==> src/cache_adapter_macros.svh <==
`ifndef CACHE_ADAPTER_MACROS_SVH
`define CACHE_ADAPTER_MACROS_SVH

// data bus between memory side and cache
`define CA_DATA_WIDTH 64
`define CA_DATA_BYTES 8

// byte address
`define CA_ADDR_WIDTH 28

// cache geometry
`define CA_SETS 8
`define CA_WAYS 2
`define CA_BLOCK_BYTES 64
`define CA_BLOCK_OFFSET_WIDTH $clog2(`CA_BLOCK_BYTES)

// one TAGST per block at init
`define CA_BLOCKS (`CA_SETS * `CA_WAYS)
// wide enough to hold CA_BLOCKS itself
`define CA_BLOCK_CNT_WIDTH 5

// commands in flight to the cache
`define CA_OUTSTANDING 4

`endif

==> src/cache_adapter_pkg.sv <==
`include "cache_adapter_macros.svh"

package cache_adapter_pkg;

  typedef enum logic [2:0] {
    e_mem_rd    = 3'd0,
    e_mem_uc_rd = 3'd1,
    e_mem_wr    = 3'd2,
    e_mem_uc_wr = 3'd3,
    e_mem_amo   = 3'd4
  } mem_msg_type_e;

  // code n means 2^n bytes
  typedef enum logic [2:0] {
    e_size_1 = 3'd0,
    e_size_2 = 3'd1,
    e_size_4 = 3'd2,
    e_size_8 = 3'd3
  } mem_size_e;

  typedef enum logic [3:0] {
    e_store   = 4'd0,
    e_amoswap = 4'd1,
    e_amoadd  = 4'd2,
    e_amoxor  = 4'd3,
    e_amoand  = 4'd4,
    e_amoor   = 4'd5,
    e_amomin  = 4'd6,
    e_amomax  = 4'd7,
    e_amominu = 4'd8,
    e_amomaxu = 4'd9
  } mem_subop_e;

  typedef struct packed {
    mem_msg_type_e             msg_type;
    mem_subop_e                subop;
    mem_size_e                 size;
    logic [`CA_ADDR_WIDTH-1:0] addr;
  } mem_header_s;

  // encodings follow the cache's own opcode map
  typedef enum logic [5:0] {
    LB        = 6'b000000,
    LH        = 6'b000001,
    LW        = 6'b000010,
    LD        = 6'b000011,
    SB        = 6'b001000,
    SH        = 6'b001001,
    SW        = 6'b001010,
    SD        = 6'b001011,
    TAGST     = 6'b010000,
    AMOSWAP_W = 6'b100000,
    AMOADD_W  = 6'b100001,
    AMOXOR_W  = 6'b100010,
    AMOAND_W  = 6'b100011,
    AMOOR_W   = 6'b100100,
    AMOMIN_W  = 6'b100101,
    AMOMAX_W  = 6'b100110,
    AMOMINU_W = 6'b100111,
    AMOMAXU_W = 6'b101000,
    AMOSWAP_D = 6'b110000,
    AMOADD_D  = 6'b110001,
    AMOXOR_D  = 6'b110010,
    AMOAND_D  = 6'b110011,
    AMOOR_D   = 6'b110100,
    AMOMIN_D  = 6'b110101,
    AMOMAX_D  = 6'b110110,
    AMOMINU_D = 6'b110111,
    AMOMAXU_D = 6'b111000
  } cache_opcode_e;

  typedef struct packed {
    cache_opcode_e             opcode;
    logic [`CA_ADDR_WIDTH-1:0] addr;
    logic [`CA_DATA_WIDTH-1:0] data;
    logic [`CA_DATA_BYTES-1:0] mask;
  } cache_pkt_s;

  // low 2^size bytes copied across the whole bus
  function automatic logic [`CA_DATA_WIDTH-1:0] replicate_by_size(
    input logic [`CA_DATA_WIDTH-1:0] data,
    input mem_size_e                 size
  );
    logic [`CA_DATA_WIDTH-1:0] rep;
    case (size)
      e_size_1: rep = {8{data[7:0]}};
      e_size_2: rep = {4{data[15:0]}};
      e_size_4: rep = {2{data[31:0]}};
      default:  rep = data;
    endcase
    return rep;
  endfunction

endpackage

==> src/mem_cmd_decode.sv <==
`timescale 1ns/1ps
`include "cache_adapter_macros.svh"

module mem_cmd_decode
  import cache_adapter_pkg::*;
(
  input  logic                      clk_i,
  input  logic                      reset_i,
  input  mem_header_s               mem_cmd_header_i,
  input  logic [`CA_DATA_WIDTH-1:0] mem_cmd_data_i,
  input  logic                      mem_cmd_v_i,
  output logic                      mem_cmd_ready_and_o,
  output logic                      dec_v_o,
  output cache_pkt_s                dec_pkt_o,
  output mem_header_s               dec_hdr_o,
  input  logic                      dec_yumi_i
);

  mem_header_s               hdr_r;
  logic [`CA_DATA_WIDTH-1:0] data_r;
  logic                      v_r;
  logic                      run_r;
  logic                      cmd_take;
  logic                      is_word;
  logic [2:0]                offset;
  logic [`CA_DATA_BYTES-1:0] mask;
  cache_opcode_e             opcode;

  // run_r keeps ready low until the first cycle after reset
  assign mem_cmd_ready_and_o = run_r & (~v_r | dec_yumi_i);
  assign cmd_take = mem_cmd_v_i & mem_cmd_ready_and_o;

  always_ff @(posedge clk_i)
  begin
    if (reset_i)
    begin
      run_r <= 1'b0;
      v_r   <= 1'b0;
    end
    else
    begin
      run_r <= 1'b1;
      if (cmd_take)
        v_r <= 1'b1;
      else if (dec_yumi_i)
        v_r <= 1'b0;
    end
  end

  always_ff @(posedge clk_i)
  begin
    if (cmd_take)
    begin
      hdr_r  <= mem_cmd_header_i;
      data_r <= mem_cmd_data_i;
    end
  end

  assign is_word = (hdr_r.size == e_size_4);
  assign offset  = hdr_r.addr[2:0];

  always_comb
  begin
    opcode = LB;
    case (hdr_r.msg_type)
      e_mem_rd, e_mem_uc_rd:
        case (hdr_r.size)
          e_size_1: opcode = LB;
          e_size_2: opcode = LH;
          e_size_4: opcode = LW;
          e_size_8: opcode = LD;
          default:  opcode = LB;
        endcase
      e_mem_wr, e_mem_uc_wr, e_mem_amo:
        case (hdr_r.size)
          e_size_1: opcode = SB;
          e_size_2: opcode = SH;
          e_size_4, e_size_8:
            case (hdr_r.subop)
              e_store:   opcode = is_word ? SW : SD;
              e_amoswap: opcode = is_word ? AMOSWAP_W : AMOSWAP_D;
              e_amoadd:  opcode = is_word ? AMOADD_W : AMOADD_D;
              e_amoxor:  opcode = is_word ? AMOXOR_W : AMOXOR_D;
              e_amoand:  opcode = is_word ? AMOAND_W : AMOAND_D;
              e_amoor:   opcode = is_word ? AMOOR_W : AMOOR_D;
              e_amomin:  opcode = is_word ? AMOMIN_W : AMOMIN_D;
              e_amomax:  opcode = is_word ? AMOMAX_W : AMOMAX_D;
              e_amominu: opcode = is_word ? AMOMINU_W : AMOMINU_D;
              e_amomaxu: opcode = is_word ? AMOMAXU_W : AMOMAXU_D;
              default:   opcode = LB;
            endcase
          default: opcode = LB;
        endcase
      default: opcode = LB;
    endcase
  end

  // byte enables at the size-aligned offset
  always_comb
  begin
    case (hdr_r.size)
      e_size_1: mask = 8'h01 << offset;
      e_size_2: mask = 8'h03 << {offset[2:1], 1'b0};
      e_size_4: mask = 8'h0f << {offset[2], 2'b00};
      default:  mask = '1;
    endcase
  end

  assign dec_v_o          = v_r;
  assign dec_hdr_o        = hdr_r;
  assign dec_pkt_o.opcode = opcode;
  assign dec_pkt_o.addr   = hdr_r.addr;
  assign dec_pkt_o.data   = replicate_by_size(data_r, hdr_r.size);
  assign dec_pkt_o.mask   = mask;

endmodule

==> src/cache_issue_ctrl.sv <==
`timescale 1ns/1ps
`include "cache_adapter_macros.svh"

module cache_issue_ctrl
  import cache_adapter_pkg::*;
(
  input  logic       clk_i,
  input  logic       reset_i,
  input  logic       dec_v_i,
  input  cache_pkt_s dec_pkt_i,
  output logic       dec_yumi_o,
  output cache_pkt_s cache_pkt_o,
  output logic       cache_pkt_v_o,
  input  logic       cache_pkt_ready_and_i,
  input  logic       cache_data_v_i,
  output logic       clear_yumi_o,
  input  logic       fifo_ready_i,
  output logic       fifo_push_o,
  output logic       clear_done_o
);

  typedef enum logic [1:0] {
    e_reset,
    e_clear,
    e_ready
  } state_e;

  state_e                         state_r;
  state_e                         state_n;
  logic [`CA_BLOCK_CNT_WIDTH-1:0] sent_r;
  logic [`CA_BLOCK_CNT_WIDTH-1:0] recv_r;
  logic                           sent_all;
  logic                           recv_all;
  logic                           pkt_fire;

  assign sent_all = (sent_r == `CA_BLOCK_CNT_WIDTH'(`CA_BLOCKS));
  assign recv_all = (recv_r == `CA_BLOCK_CNT_WIDTH'(`CA_BLOCKS));
  assign pkt_fire = cache_pkt_v_o & cache_pkt_ready_and_i;

  always_comb
  begin
    state_n       = state_r;
    cache_pkt_o   = '0;
    cache_pkt_v_o = 1'b0;
    dec_yumi_o    = 1'b0;
    clear_yumi_o  = 1'b0;
    case (state_r)
      e_reset: state_n = e_clear;
      e_clear:
      begin
        // one TAGST per block, block counter selects the line
        cache_pkt_o.opcode = TAGST;
        cache_pkt_o.addr   = `CA_ADDR_WIDTH'(sent_r) << `CA_BLOCK_OFFSET_WIDTH;
        cache_pkt_v_o      = ~sent_all;
        // tag returns are dropped here, no response goes out
        clear_yumi_o       = cache_data_v_i;
        if (sent_all & recv_all)
          state_n = e_ready;
      end
      e_ready:
      begin
        cache_pkt_o   = dec_pkt_i;
        cache_pkt_v_o = dec_v_i & fifo_ready_i;
        dec_yumi_o    = pkt_fire;
      end
      default: state_n = e_reset;
    endcase
  end

  // header queued only once the cache takes the packet
  assign fifo_push_o  = dec_yumi_o;
  assign clear_done_o = (state_r == e_ready);

  always_ff @(posedge clk_i)
  begin
    if (reset_i)
    begin
      state_r <= e_reset;
      sent_r  <= '0;
      recv_r  <= '0;
    end
    else
    begin
      state_r <= state_n;
      if (state_r == e_clear)
      begin
        sent_r <= sent_r + pkt_fire;
        recv_r <= recv_r + clear_yumi_o;
      end
    end
  end

endmodule

==> src/pending_hdr_fifo.sv <==
`timescale 1ns/1ps
`include "cache_adapter_macros.svh"

module pending_hdr_fifo
  import cache_adapter_pkg::*;
(
  input  logic        clk_i,
  input  logic        reset_i,
  input  mem_header_s data_i,
  input  logic        v_i,
  output logic        ready_o,
  output mem_header_s data_o,
  output logic        v_o,
  input  logic        yumi_i
);

  localparam int DEPTH = `CA_OUTSTANDING;
  localparam int PTR_W = $clog2(DEPTH);

  mem_header_s      mem_r [DEPTH];
  logic [PTR_W-1:0] wr_ptr_r;
  logic [PTR_W-1:0] rd_ptr_r;
  logic [PTR_W:0]   count_r;
  logic             push;
  logic             pop;

  assign ready_o = (count_r != (PTR_W + 1)'(DEPTH));
  assign v_o     = (count_r != '0);
  assign data_o  = mem_r[rd_ptr_r];
  assign push    = v_i & ready_o;
  assign pop     = yumi_i & v_o;

  always_ff @(posedge clk_i)
  begin
    if (push)
      mem_r[wr_ptr_r] <= data_i;
  end

  always_ff @(posedge clk_i)
  begin
    if (reset_i)
    begin
      wr_ptr_r <= '0;
      rd_ptr_r <= '0;
      count_r  <= '0;
    end
    else
    begin
      if (push)
        wr_ptr_r <= (wr_ptr_r == PTR_W'(DEPTH - 1)) ? '0 : wr_ptr_r + 1'b1;
      if (pop)
        rd_ptr_r <= (rd_ptr_r == PTR_W'(DEPTH - 1)) ? '0 : rd_ptr_r + 1'b1;
      // simultaneous push and pop leaves the count alone
      if (push & ~pop)
        count_r <= count_r + 1'b1;
      else if (pop & ~push)
        count_r <= count_r - 1'b1;
    end
  end

endmodule

==> src/mem_resp_pack.sv <==
`timescale 1ns/1ps
`include "cache_adapter_macros.svh"

module mem_resp_pack
  import cache_adapter_pkg::*;
(
  input  mem_header_s               hdr_i,
  input  logic                      hdr_v_i,
  output logic                      hdr_yumi_o,
  input  logic                      clear_done_i,
  input  logic                      clear_yumi_i,
  input  logic [`CA_DATA_WIDTH-1:0] cache_data_i,
  input  logic                      cache_data_v_i,
  output logic                      cache_data_yumi_o,
  output mem_header_s               mem_resp_header_o,
  output logic [`CA_DATA_WIDTH-1:0] mem_resp_data_o,
  output logic                      mem_resp_v_o,
  input  logic                      mem_resp_ready_and_i
);

  logic resp_fire;

  // returns are in order, so the head header owns the current data word
  assign mem_resp_v_o = clear_done_i & hdr_v_i & cache_data_v_i;
  assign resp_fire    = mem_resp_v_o & mem_resp_ready_and_i;

  assign mem_resp_header_o = hdr_i;
  // the cache returns the value at the lsbs
  assign mem_resp_data_o   = replicate_by_size(cache_data_i, hdr_i.size);

  assign hdr_yumi_o = resp_fire;

  // tag-clear returns are consumed through the same yumi
  assign cache_data_yumi_o = resp_fire | clear_yumi_i;

endmodule

==> src/cce_to_cache.sv <==
`timescale 1ns/1ps
`include "cache_adapter_macros.svh"

module cce_to_cache
  import cache_adapter_pkg::*;
(
  input  logic                      clk_i,
  input  logic                      reset_i,

  input  mem_header_s               mem_cmd_header_i,
  input  logic [`CA_DATA_WIDTH-1:0] mem_cmd_data_i,
  input  logic                      mem_cmd_v_i,
  output logic                      mem_cmd_ready_and_o,

  output mem_header_s               mem_resp_header_o,
  output logic [`CA_DATA_WIDTH-1:0] mem_resp_data_o,
  output logic                      mem_resp_v_o,
  input  logic                      mem_resp_ready_and_i,

  output cache_pkt_s                cache_pkt_o,
  output logic                      cache_pkt_v_o,
  input  logic                      cache_pkt_ready_and_i,

  input  logic [`CA_DATA_WIDTH-1:0] cache_data_i,
  input  logic                      cache_data_v_i,
  output logic                      cache_data_yumi_o
);

  logic        dec_v;
  cache_pkt_s  dec_pkt;
  mem_header_s dec_hdr;
  logic        dec_yumi;
  logic        clear_yumi;
  logic        clear_done;
  logic        fifo_ready;
  logic        fifo_push;
  mem_header_s fifo_hdr;
  logic        fifo_v;
  logic        fifo_yumi;

  mem_cmd_decode u_mem_cmd_decode (
    .clk_i               (clk_i),
    .reset_i             (reset_i),
    .mem_cmd_header_i    (mem_cmd_header_i),
    .mem_cmd_data_i      (mem_cmd_data_i),
    .mem_cmd_v_i         (mem_cmd_v_i),
    .mem_cmd_ready_and_o (mem_cmd_ready_and_o),
    .dec_v_o             (dec_v),
    .dec_pkt_o           (dec_pkt),
    .dec_hdr_o           (dec_hdr),
    .dec_yumi_i          (dec_yumi)
  );

  cache_issue_ctrl u_cache_issue_ctrl (
    .clk_i                 (clk_i),
    .reset_i               (reset_i),
    .dec_v_i               (dec_v),
    .dec_pkt_i             (dec_pkt),
    .dec_yumi_o            (dec_yumi),
    .cache_pkt_o           (cache_pkt_o),
    .cache_pkt_v_o         (cache_pkt_v_o),
    .cache_pkt_ready_and_i (cache_pkt_ready_and_i),
    .cache_data_v_i        (cache_data_v_i),
    .clear_yumi_o          (clear_yumi),
    .fifo_ready_i          (fifo_ready),
    .fifo_push_o           (fifo_push),
    .clear_done_o          (clear_done)
  );

  // headers wait here until their data comes back
  pending_hdr_fifo u_pending_hdr_fifo (
    .clk_i   (clk_i),
    .reset_i (reset_i),
    .data_i  (dec_hdr),
    .v_i     (fifo_push),
    .ready_o (fifo_ready),
    .data_o  (fifo_hdr),
    .v_o     (fifo_v),
    .yumi_i  (fifo_yumi)
  );

  mem_resp_pack u_mem_resp_pack (
    .hdr_i                (fifo_hdr),
    .hdr_v_i              (fifo_v),
    .hdr_yumi_o           (fifo_yumi),
    .clear_done_i         (clear_done),
    .clear_yumi_i         (clear_yumi),
    .cache_data_i         (cache_data_i),
    .cache_data_v_i       (cache_data_v_i),
    .cache_data_yumi_o    (cache_data_yumi_o),
    .mem_resp_header_o    (mem_resp_header_o),
    .mem_resp_data_o      (mem_resp_data_o),
    .mem_resp_v_o         (mem_resp_v_o),
    .mem_resp_ready_and_i (mem_resp_ready_and_i)
  );

endmodule

==> config.mk <==
export PLATFORM = sky130hd
export DESIGN_NAME = cce_to_cache
export DESIGN_NICKNAME = d
export VERILOG_FILES = /design/src/cache_adapter_pkg.sv /design/src/mem_cmd_decode.sv /design/src/cache_issue_ctrl.sv /design/src/pending_hdr_fifo.sv /design/src/mem_resp_pack.sv /design/src/cce_to_cache.sv
export VERILOG_INCLUDE_DIRS = /design/src
export SDC_FILE = /design/constraint.sdc
export NUM_CORES = 1
export LEC_CHECK = 0
export BUFFER_PORTS_ARGS = -buffer_cell sky130_fd_sc_hd__buf_2
export CAP_MARGIN = 40
export CORE_MARGIN = 2
export CORE_UTILIZATION = 30
export CTS_CLUSTER_SIZE = 40
export DETAILED_ROUTE_END_ITERATION = 12
export PLACE_DENSITY = 0.57
export SETUP_SLACK_MARGIN = 0.02
export SLEW_MARGIN = 40
export SYNTH_ARGS = -nofsm -noshare
export SYNTH_HDL_FRONTEND = slang
export SYNTH_SLANG_ARGS = --single-unit
==> constraint.sdc <==
create_clock -name clk_i -period 9 [get_ports clk_i]
set_clock_uncertainty 0.15 [all_clocks]
set_input_delay 1.35 -clock clk_i [delete_from_list [all_inputs] [get_ports clk_i]]
set_output_delay 1.35 -clock clk_i [all_outputs]
set_load 0.005 [all_outputs]
==> flow_summary.ini <==
[clock_network]
htree_levels = 1
cts.sinks = 277
cts_resized = 0
cts_tree = yes
post_cts_buffers = 0
cts_buffers = 31
clkLatencyLatePin_ps = 580
holdBufCountCts = 0
root_buffer = clkbuf_16
cts_buffer_depth = 3
clk_pin_slew_ps = 60

[placed_design]
post-place-ws_ps = 4270
dp_hpwl_um = 25100
globalplace.congestion = 0.777
port_buffers = 383

[critical_path]
crit_path_end = mem_resp_data_o[18]
r2r-start = u_cache_issue_ctrl.state_r[1]$_SDFFE_PP0P_
r2r_cells = 7
arrival_ps = 3800
max_stage_delay_ps = 620
cp-end-kind = output port
crit_path_top_delay_cell = o21ai_2
r2r-end = u_mem_cmd_decode.dec_hdr_o[28]$_DFFE_PP_
cp_cell_sequence = buf_4 > mux2_1 > o21ai_2 > inv_2 > nor2_4 > mux2_2 > buf_2
setup.worst_path.class = flip-flop to output port
cp_data_required_time_ps = 7500
cp_max_fo = 39
reg2reg_slack_ps = 5010
cp-start-kind = flip-flop

[finish]
layout-drive-gt1-share_pct = 40.6
syn_to_final_growth_pct = 27.9
final_net_count = 1450
fillers = 3967

[run]
cap_violations = 0

[floorplanning]
die_x_um = 207
fp-row-count = 74
ios = 384
start_util_pct = 30.3
coreArea_um2 = 40700
dieArea_um2 = 42800
fp.dieH_um = 207

[grt]
first_global_vias = 8561
grt_pass1_wl_um = 50400
grt_antenna_before_repair = 2
grt_max_degree = 89
grt_overflow = 0
grt_usage_pct = 15.8

[logic_synthesis]
syn_area_per_cell_um2 = 13.8
async_flop_share_pct = 0
netlist_area_um2 = 12300
synth-edff-count = 254
synthesis.nets = 1077
synth_top_area_share_pct = 61.8
synth_top_area_cell = edfxtp_1
synth-seq-cells = 277
ys_top_cells_by_area = edfxtp_1, mux4_2, nor2_1, dfxtp_1, mux2_2
ys.flop_type = edfxtp_1
synth_cell_types = 52
yosysSeqAreaShare_pct = 65.6
yosysWarningCount = 0
syn_inst = 891

[sta]
tns_ps = 0
worstMarginPinSlew_ps = 801
setup_ws_ps = 3700
maxSlewHeadroom_pct = 46.3
period_minus_slack_ps = 5300
rsz0062_at_grt = false
final_max_slew_viol_count = 0
clock.fmax_mhz = 189
period_share_pct = 58.9
setup_violations = 0
hold_violations = 0

[route]
post_drt_wl_per_cell_um = 19.5
first_pass_iters = 4
drc = 0
dr.first_iter.drc_count = 436
vias = 8728
wl_um = 35500
avgViaCountPerCell = 4.79
drt.antenna.violating_nets = 0

[pwr]
cellPowerDensity_nw_per_um2 = 178
ir_drop_mv = 0.125
leakage_nw = 6.13

[outcome]
outcome = finished, final reports clean

[min_path]
hp-class = flip-flop to flip-flop
## metal layers
metal  track usage, %  up-vias  wire length (um)
met5                0        -                11
met2             30.0      395             18600
met4             4.71        2               675
met3             4.49       52              3200
li1                 -     4075                 -
met1             17.0     4204             13100
## worst min-delay path by stage
stage / from / end / slack [ps] / depth (start not counted)
4_1_cts: u_pending_hdr_fifo.count_r[2]$_SDFFE_PP0P_ / u_pending_hdr_fifo.count_r[2]$_SDFFE_PP0P_ / 350 / 2
2_1_floorplan: u_pending_hdr_fifo.rd_ptr_r[1]$_SDFFE_PP0P_ / flip-flop / 300 / 2
3_5_place_dp: u_pending_hdr_fifo.count_r[2]$_SDFFE_PP0P_ / u_pending_hdr_fifo.count_r[2]$_SDFFE_PP0P_ / 340 / 2
6_report: u_pending_hdr_fifo.count_r[2]$_SDFFE_PP0P_ / u_pending_hdr_fifo.count_r[2]$_SDFFE_PP0P_ / 350 / 2
3_3_place_gp: u_pending_hdr_fifo.rd_ptr_r[1]$_SDFFE_PP0P_ / flip-flop / 330 / 2
5_1_grt: u_pending_hdr_fifo.rd_ptr_r[1]$_SDFFE_PP0P_ / flip-flop / 390 / 2
## area by class of cell
| class | count | area [um2] | share of cell area, % |
|---|---|---|---|
| repair buffers | 398 | 2050 | 13.0 |
| flip-flops and latches | 277 | 8090 | 51.3 |
| clock inverters | 18 | 126 | 0.801 |
| inverters | 8 | 30.0 | 0.190 |
| well taps | 532 | 666 | 4.22 |
| diodes | 1 | 2.50 | 0.0159 |
| multi-input cells | 548 | 3990 | 25.3 |
| clock buffers | 40 | 810 | 5.13 |
## synthesized netlist by cell type, types with 4 or more instances
master	instances
buf_2	10
and2_1	41
a22oi_1	9
nor3_1	5
ha_1	13
o22ai_1	16
xor2_1	9
o221a_2	6
a21oi_1	32
nor2b_1	16
nand4_1	4
mux2i_1	25
a21boi_0	14
o22a_1	10
nand2b_1	8
mux2_2	23
o21ai_0	28
o21a_1	14
nor2_1	154
clkbuf_1	35
mux4_2	37
a211oi_1	5
inv_1	7
dfxtp_1	23
nand2_1	44
buf_4	11
nor4_1	5
edfxtp_1	254
## through the flow
step           hold slack, ps  cell area (um2)  power (W)  cells  utilization (%)
6_report                  351            15800    0.00280   1822             38.7
5_1_grt                   390            15800    0.00291   1822             38.7
4_1_cts                   353            15800    0.00285   1821             38.7
3_5_place_dp              345            14800    0.00167   1763             36.4
3_3_place_gp              331            14800    0.00166   1761             36.3
2_1_floorplan             304            12300    0.00157    891                -
## cells by family (layout without fill, tap and decap cells)
kind of cell	count (synthesis)	after routing	share of synthesized area [%]
AOI/OAI and AO/OA	145	145	7.84
xor gates and xnor gates	11	11	0.781
adders and majority gates	14	14	1.48
buffers and inverters	66	464	2.44
DFF	277	277	65.6
muxes	87	87	11.1
other	0	1	0
and+or+nand+nor	291	291	10.8
## critical path: cells and delay by family, from the launching register on
family	cells	cell delay (ps)
buffers and inverters	3	870
flip-flops	1	310
AND/OR/NAND/NOR	1	580
AO/OA/AOI/OAI	1	620
multiplexers	2	790
## cell usage in the layout, fill, tap and decap left out, types with 2 or more instances in the layout
cell,netlist,layout
buf_2,10,383
edfxtp_1,254,254
nor2_1,154,153
nand2_1,44,44
and2_1,41,37
mux4_2,37,37
clkbuf_16,0,31
a21oi_1,32,30
o21ai_0,28,28
mux2i_1,25,25
mux2_2,23,23
dfxtp_1,23,21
o22ai_1,16,16
nor2b_1,16,16
a21boi_0,14,14
o21a_1,14,14
ha_1,13,12
buf_4,11,12
o22a_1,10,10
clkinv_1,0,10
a22oi_1,9,9
xor2_1,9,9
clkbuf_1,35,9
nand2b_1,8,8
inv_1,7,7
o221a_2,6,6
nor4_1,5,5
nor3_1,5,5
a211oi_1,5,5
nand4_1,4,4
clkinv_2,0,4
o31ai_1,3,3
nand3_1,3,3
and2_2,0,3
a21oi_4,0,2
mux2_1,2,2
or2_2,2,2
and3_1,2,2
## where the power goes
group          total, W  internal [W]  switching (W)
Combinational  0.000187     0.0000830       0.000104
Sequential      0.00145       0.00143      0.0000215
Clock           0.00116      0.000663       0.000501
## flip-flops by register name (all words and copies together) (netlist names), named ones only
signal                       count
u_pending_hdr_fifo.wr_ptr_r      2
u_mem_cmd_decode.run_r           1
u_cache_issue_ctrl.recv_r        5
u_mem_cmd_decode.dec_hdr_o      38
u_cache_issue_ctrl.sent_r        5
u_pending_hdr_fifo.mem_r       152
u_mem_cmd_decode.dec_v_o         1
u_mem_cmd_decode.data_r         64
u_pending_hdr_fifo.rd_ptr_r      2
u_cache_issue_ctrl.state_r       2
u_pending_hdr_fifo.count_r       3
Power figures use the tool's default switching activity.
